File: src/rtl/sysctl_pkg.sv
// table contents are fixed at build time and the last slot is the catch-all for unmapped space
package sysctl_pkg;

	// register bus data word
	typedef logic [31:0] word_t;

	// word address on the register bus
	typedef logic [4:0] reg_addr_t;

	// device slot index, two bus words per slot
	typedef logic [3:0] dev_idx_t;

	// number of device slots in the table
	localparam int DEV_COUNT = 9;

	// software reset-command register sits at the top of the map
	localparam reg_addr_t CTRL_ADDR = 5'd31;

	// reset commands written by software
	// cold reset has no startup primitive behind it and acts as no command
	typedef enum logic [1:0] {
		RST_CMD_NONE     = 2'd0,
		RST_CMD_POWEROFF = 2'd1,
		RST_CMD_WARM     = 2'd2,
		RST_CMD_COLD     = 2'd3
	} rst_cmd_t;

	// slot order is sdcard, devtbl, gpio, dma, intctrl, uart, ram, ramctrl, invalid
	localparam logic [3:0] DEV_ID [0:DEV_COUNT-1] = '{
		4'd4, 4'd7, 4'd6, 4'd2, 4'd3, 4'd5, 4'd1, 4'd0, 4'd0
	};

	// slots that raise interrupts
	localparam logic DEV_USEINTR [0:DEV_COUNT-1] = '{
		1'b1, 1'b0, 1'b1, 1'b1, 1'b0, 1'b1, 1'b0, 1'b0, 1'b0
	};

	// map size of each slot in words
	// ram covers 512MB and the invalid slot 4KB
	localparam word_t DEV_MAPSZ [0:DEV_COUNT-1] = '{
		32'h0000_0080,
		32'h0000_0040,
		32'h0000_0010,
		32'h0000_0010,
		32'h0000_0010,
		32'h0000_0010,
		32'h0800_0000,
		32'h0000_4000,
		32'h0000_0400
	};

endpackage
File: src/rtl/sysctl_top.sv
// system-control block alone; clock, PLL lock and processor reset request come from outside
`timescale 1ns/100ps

module sysctl_top import sysctl_pkg::*; #(
	parameter int RST_CNT_W     = 16,
	parameter int ACT_CNT_W     = 7,
	parameter int ACT_SRC_COUNT = 3
) (
	input  logic                     clk_2x_w,
	input  logic                     rst_p,
	input  logic                     pll_locked_i,
	input  logic                     pu_rst_req_i,
	input  logic [ACT_SRC_COUNT-1:0] act_src_i,
	input  logic                     req_stb_i,
	input  logic                     req_we_i,
	input  reg_addr_t                req_addr_i,
	input  word_t                    req_wdata_i,
	output logic                     rsp_stb_o,
	output word_t                    rsp_rdata_o,
	output logic                     sys_rst_o,
	output logic                     activity_o
);

	// software command from the register block into the sequencer
	rst_cmd_t rst_cmd;

	rst_seq #(
		.RST_CNT_W (RST_CNT_W)
	) rst_seq_inst (
		.clk_2x_w     (clk_2x_w),
		.rst_p        (rst_p),
		.pll_locked_i (pll_locked_i),
		.pu_rst_req_i (pu_rst_req_i),
		.rst_cmd_i    (rst_cmd),
		.sys_rst_o    (sys_rst_o)
	);

	// register block is held by the system reset it steers
	devtbl devtbl_inst (
		.clk_2x_w    (clk_2x_w),
		.sys_rst_i   (sys_rst_o),
		.req_stb_i   (req_stb_i),
		.req_we_i    (req_we_i),
		.req_addr_i  (req_addr_i),
		.req_wdata_i (req_wdata_i),
		.rsp_stb_o   (rsp_stb_o),
		.rsp_rdata_o (rsp_rdata_o),
		.rst_cmd_o   (rst_cmd)
	);

	activity_led #(
		.ACT_CNT_W     (ACT_CNT_W),
		.ACT_SRC_COUNT (ACT_SRC_COUNT)
	) activity_led_inst (
		.clk_2x_w   (clk_2x_w),
		.rst_p      (rst_p),
		.act_src_i  (act_src_i),
		.activity_o (activity_o)
	);

endmodule

File: src/rtl/activity_led.sv
// pulse rate is one per 2^ACT_CNT_W clocks at most; runs through system reset and only rst_p clears it
`timescale 1ns/100ps

module activity_led #(
	parameter int ACT_CNT_W     = 7,
	parameter int ACT_SRC_COUNT = 3
) (
	input  logic                     clk_2x_w,
	input  logic                     rst_p,
	input  logic [ACT_SRC_COUNT-1:0] act_src_i,
	output logic                     activity_o
);

	typedef logic [ACT_CNT_W-1:0] act_cnt_t;

	act_cnt_t dim_cnt_r;
	logic     act_r;
	logic     src_any;

	// any source counts as activity
	assign src_any = |act_src_i;

	// short pulse followed by a hold-off keeps the LED dim
	// sources seen during the hold-off are simply lost
	always_ff @(posedge clk_2x_w) begin
		if (rst_p) begin
			dim_cnt_r <= '0;
			act_r     <= 1'b0;
		end else if (dim_cnt_r != '0) begin
			dim_cnt_r <= dim_cnt_r - 1'b1;
			act_r     <= 1'b0;
		end else if (src_any) begin
			dim_cnt_r <= '1;
			act_r     <= 1'b1;
		end else begin
			act_r <= 1'b0;
		end
	end

	assign activity_o = act_r;

endmodule

File: src/rtl/devtbl.sv
// one-cycle response with no back-pressure; requests during system reset or a pending reset command are dropped
`timescale 1ns/100ps

module devtbl import sysctl_pkg::*; (
	input  logic      clk_2x_w,
	input  logic      sys_rst_i,
	input  logic      req_stb_i,
	input  logic      req_we_i,
	input  reg_addr_t req_addr_i,
	input  word_t     req_wdata_i,
	output logic      rsp_stb_o,
	output word_t     rsp_rdata_o,
	output rst_cmd_t  rst_cmd_o
);

	rst_cmd_t cmd_r;
	logic     rsp_stb_r;
	word_t    rsp_rdata_r;
	dev_idx_t slot;
	logic     in_table;
	logic     is_ctrl;
	logic     cmd_pending;
	logic     accept;
	word_t    rd_word;

	// even word is id and interrupt flag, odd word is map size
	assign slot     = req_addr_i[4:1];
	assign in_table = (slot < dev_idx_t'(DEV_COUNT));
	assign is_ctrl  = (req_addr_i == CTRL_ADDR);

	// warm and power-off take the system down on the next edge
	// so nothing new is answered in between
	assign cmd_pending = (cmd_r == RST_CMD_WARM) || (cmd_r == RST_CMD_POWEROFF);

	assign accept = req_stb_i & ~sys_rst_i & ~cmd_pending;

	// read mux
	always_comb begin
		rd_word = '0;
		if (is_ctrl) begin
			rd_word[1:0] = cmd_r;
		end else if (in_table) begin
			if (req_addr_i[0]) begin
				rd_word = DEV_MAPSZ[slot];
			end else begin
				rd_word[3:0] = DEV_ID[slot];
				rd_word[31]  = DEV_USEINTR[slot];
			end
		end
	end

	// command register and response strobe
	// the system reset turns a warm command into a pulse
	always_ff @(posedge clk_2x_w) begin
		if (sys_rst_i) begin
			cmd_r     <= RST_CMD_NONE;
			rsp_stb_r <= 1'b0;
		end else begin
			rsp_stb_r <= accept;
			if (accept && req_we_i && is_ctrl) begin
				cmd_r <= rst_cmd_t'(req_wdata_i[1:0]);
			end
		end
	end

	// response data, zero for writes
	always_ff @(posedge clk_2x_w) begin
		if (accept) begin
			if (req_we_i) begin
				rsp_rdata_r <= '0;
			end else begin
				rsp_rdata_r <= rd_word;
			end
		end
	end

	assign rsp_stb_o   = rsp_stb_r;
	assign rsp_rdata_o = rsp_rdata_r;
	assign rst_cmd_o   = cmd_r;

endmodule

File: src/rtl/rst_seq.sv
// counter and power-off latch are undefined until rst_p has been applied once with the clock running
`timescale 1ns/100ps

module rst_seq import sysctl_pkg::*; #(
	parameter int RST_CNT_W = 16
) (
	input  logic     clk_2x_w,
	input  logic     rst_p,
	input  logic     pll_locked_i,
	input  logic     pu_rst_req_i,
	input  rst_cmd_t rst_cmd_i,
	output logic     sys_rst_o
);

	typedef logic [RST_CNT_W-1:0] rst_cnt_t;

	// stretch length in clocks after the last reload
	localparam rst_cnt_t CNT_RELOAD = '1;

	rst_cnt_t rst_cnt_r;
	logic     pwroff_r;
	logic     warm_req;
	logic     pwroff_req;
	logic     cnt_reload;

	// command decode
	// cold is reserved and falls into the default arm
	always_comb begin
		warm_req   = 1'b0;
		pwroff_req = 1'b0;
		case (rst_cmd_i)
			RST_CMD_WARM: begin
				warm_req = 1'b1;
			end
			RST_CMD_POWEROFF: begin
				pwroff_req = 1'b1;
			end
			default: begin
				warm_req   = 1'b0;
				pwroff_req = 1'b0;
			end
		endcase
	end

	// any reset source restarts the whole stretch
	assign cnt_reload = rst_p | pu_rst_req_i | warm_req;

	always_ff @(posedge clk_2x_w) begin
		if (cnt_reload) begin
			rst_cnt_r <= CNT_RELOAD;
		end else if (rst_cnt_r != '0) begin
			rst_cnt_r <= rst_cnt_r - 1'b1;
		end
	end

	// power-off holds the system down until the board reset
	always_ff @(posedge clk_2x_w) begin
		if (rst_p) begin
			pwroff_r <= 1'b0;
		end else if (pwroff_req) begin
			pwroff_r <= 1'b1;
		end
	end

	// losing PLL lock forces reset at once, without waiting for the counter
	assign sys_rst_o = ~pll_locked_i | pwroff_r | (|rst_cnt_r);

endmodule

File: config.mk
export PLATFORM = sky130hd
export DESIGN_NAME = sysctl_top
export DESIGN_NICKNAME = d
export VERILOG_FILES = /design/src/rtl/sysctl_pkg.sv /design/src/rtl/sysctl_top.sv /design/src/rtl/activity_led.sv /design/src/rtl/devtbl.sv /design/src/rtl/rst_seq.sv
export SDC_FILE = /design/constraint.sdc
export NUM_CORES = 1
export LEC_CHECK = 0
export ABC_AREA = 0
export BUFFER_PORTS_ARGS = -buffer_cell sky130_fd_sc_hd__buf_4
export CORE_MARGIN = 8
export CORE_UTILIZATION = 45
export CTS_CLUSTER_DIAMETER = 30
export CTS_CLUSTER_SIZE = 8
export DETAILED_ROUTE_END_ITERATION = 8
export GPL_TIMING_DRIVEN = 0
export PLACE_DENSITY = 0.78
export RECOVER_POWER = 100
export SYNTH_ARGS = -nofsm -noshare
export SYNTH_HDL_FRONTEND = slang
export SYNTH_SLANG_ARGS = --single-unit
File: constraint.sdc
create_clock -name clk_2x_w -period 3 [get_ports clk_2x_w]
set_input_delay 0 -clock clk_2x_w [delete_from_list [all_inputs] [get_ports clk_2x_w]]
set_output_delay 0 -clock clk_2x_w [all_outputs]
set_load 0.005 [all_outputs]
==> results_dict.tcl <==
set metrics [dict create \
    status "completed" \
    initial_utilization 0.468 \
    h-tree-depth 2 \
    syn_area_um2 2040 \
    fin_ws_ns 0.455 \
    drv_cap 0 \
    clkTransAtPathRegs_ns 0.07 \
    dpl_worst_slack_ns 0.617 \
    synth-simple-area-share 0.274 \
    vias_per_cell 5.15 \
    fin_util 0.563 \
    place_inst 319 \
    dieArea_um2 6930 \
    overflow 0 \
    antenna_found_initial 0 \
    power_leakage_uw 0.000968 \
    routed_wl_mm 4.29 \
    rsz0062_at_grt "no" \
    synth_fa_ha_area_frac 0.0430 \
    crit_type "reg -> reg" \
    route.detailed.drc 0 \
    synthMuxAreaShare 0.0148 \
    synth_compound_area_frac 0.117 \
    grt_pass1_vias 1655 \
    finalHoldViolations 0 \
    synthCells 218 \
    groute.usage.overall 0.122 \
    core-area_um2 4350 \
    timing.fmax_mhz 393 \
    hold_depth 3 \
    via_count 1695 \
    clock-sinks 38 \
    first_pass_iters 4 \
    grt_max_degree 12 \
    routedWlPerCell_um 13.0 \
    synth_top_family_by_area "simple AND/OR/NAND/NOR gates" \
    grt_pass1_wl_mm 7.18 \
    num_io_pins 81 \
    critPathMaxFanout 10 \
    globalplace.congestion 0.785 \
    cts_made_buffers 5 \
    drtIter0Drc 128 \
    clk_latency_ns 0.29 \
    cp.arrival_ns 2.46 \
    finalCriticalPeriod_ns 2.54 \
    ys.flop_type "dfxtp_1" \
    areaGrowthSynthToFinish_pct 20.4 \
    relSlewSlack 0.435 \
    rows 24 \
    required_ns 2.92 \
    period_share 0.848 \
    seq_area_frac_synth 0.423 \
    startpoint_type "flop" \
    total_power_uw 1240 \
    drive_above_1_share 0.202 \
    ys_seq_elements 38 \
    syn-mean-instance-area_um2 9.34 \
    synth_edf_count 10 \
    die_w_um 83.3 \
    clk_path_buf_depth 2 \
    setup_viol 0 \
    synth.distinct_cells 46 \
    hold_path.class "in -> reg" \
    fill_cells 395 \
    yosysWarnings 0 \
    cts_root_buf "clkbuf_8" \
    reg2regPathDepth 6 \
    drv_slew 0 \
    tns_ns 0 \
    fin_skew_ns 0.00772 \
    crit_path_end_kind "flop" \
    powerDensity_nw_per_um2 504 \
    cts-resized-gates 0 \
    cts_tree "built" \
    portBuffers 28 \
    die_y_um 83.3 \
    hpwl_mm 3.23 \
    synth-async-reset-ratio 0 \
    finalNetCount 329 \
    ant_nets 0 \
    final_cells 329 \
    synthXorXnorAreaFrac 0.0129 \
    antenna_cells 0 \
    worstMarginPinSlew_ns 0.845 \
    max-vdd-ir-drop_v 0.000408 \
]
-- metal layers --
metal	wire length (um)	GRT usage	up-vias
li1	-	-	869
met3	123	0.0332	5
met2	2020	0.204	44
met5	0	0	-
met4	56	0.0527	0
met1	2090	0.143	777
-- kinds of logic after synthesis --
logic type	after synthesis
AO/OA/AOI/OAI	36
XOR/XNOR	3
adder cells (fa/ha/maj)	7
buffers and inverters	38
flip-flops	38
multiplexers	3
other	1
AND/OR/NAND/NOR	92
-- sequential cells by signal, indices dropped and copies added (netlist names) --
name / cells
rst_seq_inst.rst_cnt_r: 16
devtbl_inst.rsp_rdata_o: 10
activity_led_inst.dim_cnt_r: 7
devtbl_inst.rst_cmd_o: 2
activity_led_inst.activity_o: 1
devtbl_inst.rsp_stb_o: 1
rst_seq_inst.pwroff_r: 1
-- layout by cell type, fill, tap and decap left out, types with 2 or more instances in the layout --
master         netlist  final
clkbuf_1             3     10
nand3b_1             4      4
o31ai_1              4      4
and3_1               2      2
buf_4               23     35
nand4_1              2      2
dfxtp_1             28     28
nand3_1              8      8
a311oi_1             2      2
a211oi_1             8      8
dlygate4sd3_1        0      2
a31oi_1              3      3
clkbuf_4             0     10
and2_0               1      2
edfxtp_1            10     10
inv_1               11     11
and4_1               3      3
and2_1               6      5
ha_1                 7      7
or3_1                2      2
nand2_1              9      9
nor3_1               8      9
conb_1               1     22
mux2i_1              3      3
xnor2_1              3      3
o21ai_0              8     10
or4_1                6      6
nor2_1              25     25
nor4_1               2      2
nor4b_1              2      4
a21oi_1              5      5
clkbuf_8             0      6
-- cell type report --
| type | instances | area (um2) | area share |
|---|---|---|---|
| clock inverters | 1 | 5.00 | 0.00204 |
| plain buffers | 27 | 185 | 0.0755 |
| flip-flops and latches | 38 | 861 | 0.351 |
| inverters | 11 | 41.3 | 0.0168 |
| repair buffers | 30 | 211 | 0.0863 |
| clock buffers | 7 | 86.3 | 0.0352 |
| multi-input cells | 163 | 996 | 0.406 |
| well taps | 52 | 65.1 | 0.0265 |
-- power breakdown --
part | total (uW) | internal (uW) | switching, uW
Clock | 364 | 185 | 179
Combinational | 260 | 129 | 130
Sequential | 612 | 570 | 42.4
Total | 1240 | 885 | 351
-- worst paths after layout --
check / startpoint / endpoint / slack (ns)
max: rst_seq_inst.rst_cnt_r[0] / devtbl_inst.rsp_rdata_o[10] / 0.46
min: act_src_i[2] / activity_led_inst.activity_o / 0.001
max reg2reg: rst_seq_inst.rst_cnt_r[0] / devtbl_inst.rsp_rdata_o[10] / 0.46
min reg2reg: rst_seq_inst.pwroff_r / rst_seq_inst.pwroff_r / 0.48
-- through the flow --
step,hold slack (ns),area [um2]
3_3_place_gp,0.254,2390
5_1_grt,0.0116,2450
3_5_place_dp,0.257,2390
2_1_floorplan,0.100,2110
6_report,0.00126,2450
4_1_cts,0.0139,2500
-- critical path, cell delays in order, from the launching register on --
cell      delay [ns]
dfxtp_1         0.35
inv_1           0.12
ha_1            0.16
nor4b_1         0.43
nand4_1         0.17
clkbuf_1        0.24
nor2_1          0.71
-- synth_stat cells (all sizes together), types with 2 or more instances --
| library cell | n | area share |
|---|---|---|
| nand3 | 8 | 0.020 |
| nand3b | 4 | 0.015 |
| nand2 | 9 | 0.017 |
| buf | 24 | 0.087 |
| mux2i | 3 | 0.015 |
| inv | 11 | 0.020 |
| nand4 | 2 | 0.0061 |
| nor4 | 4 | 0.023 |
| or4 | 6 | 0.022 |
| or3 | 2 | 0.0061 |
| edfxtp | 10 | 0.15 |
| or2 | 2 | 0.0062 |
| ha | 7 | 0.043 |
| xnor2 | 3 | 0.013 |
| a21oi | 5 | 0.012 |
| nor4b | 4 | 0.023 |
| a311oi | 2 | 0.0086 |
| and3 | 2 | 0.0061 |
| and4 | 3 | 0.013 |
| o21ai | 10 | 0.025 |
| dfxtp | 28 | 0.28 |
| a211oi | 8 | 0.030 |
| clkbuf | 3 | 0.0055 |
| and2 | 7 | 0.022 |
| o31ai | 4 | 0.015 |
| a31oi | 3 | 0.0092 |
| nor2 | 25 | 0.046 |
| nor3 | 9 | 0.028 |
-- what timing repair did --
item                      CTS  global route
setup buffers               0             0
hold endpoints to repair    2             0
hold buffers                2             0
Power figures use the tool's default switching activity.
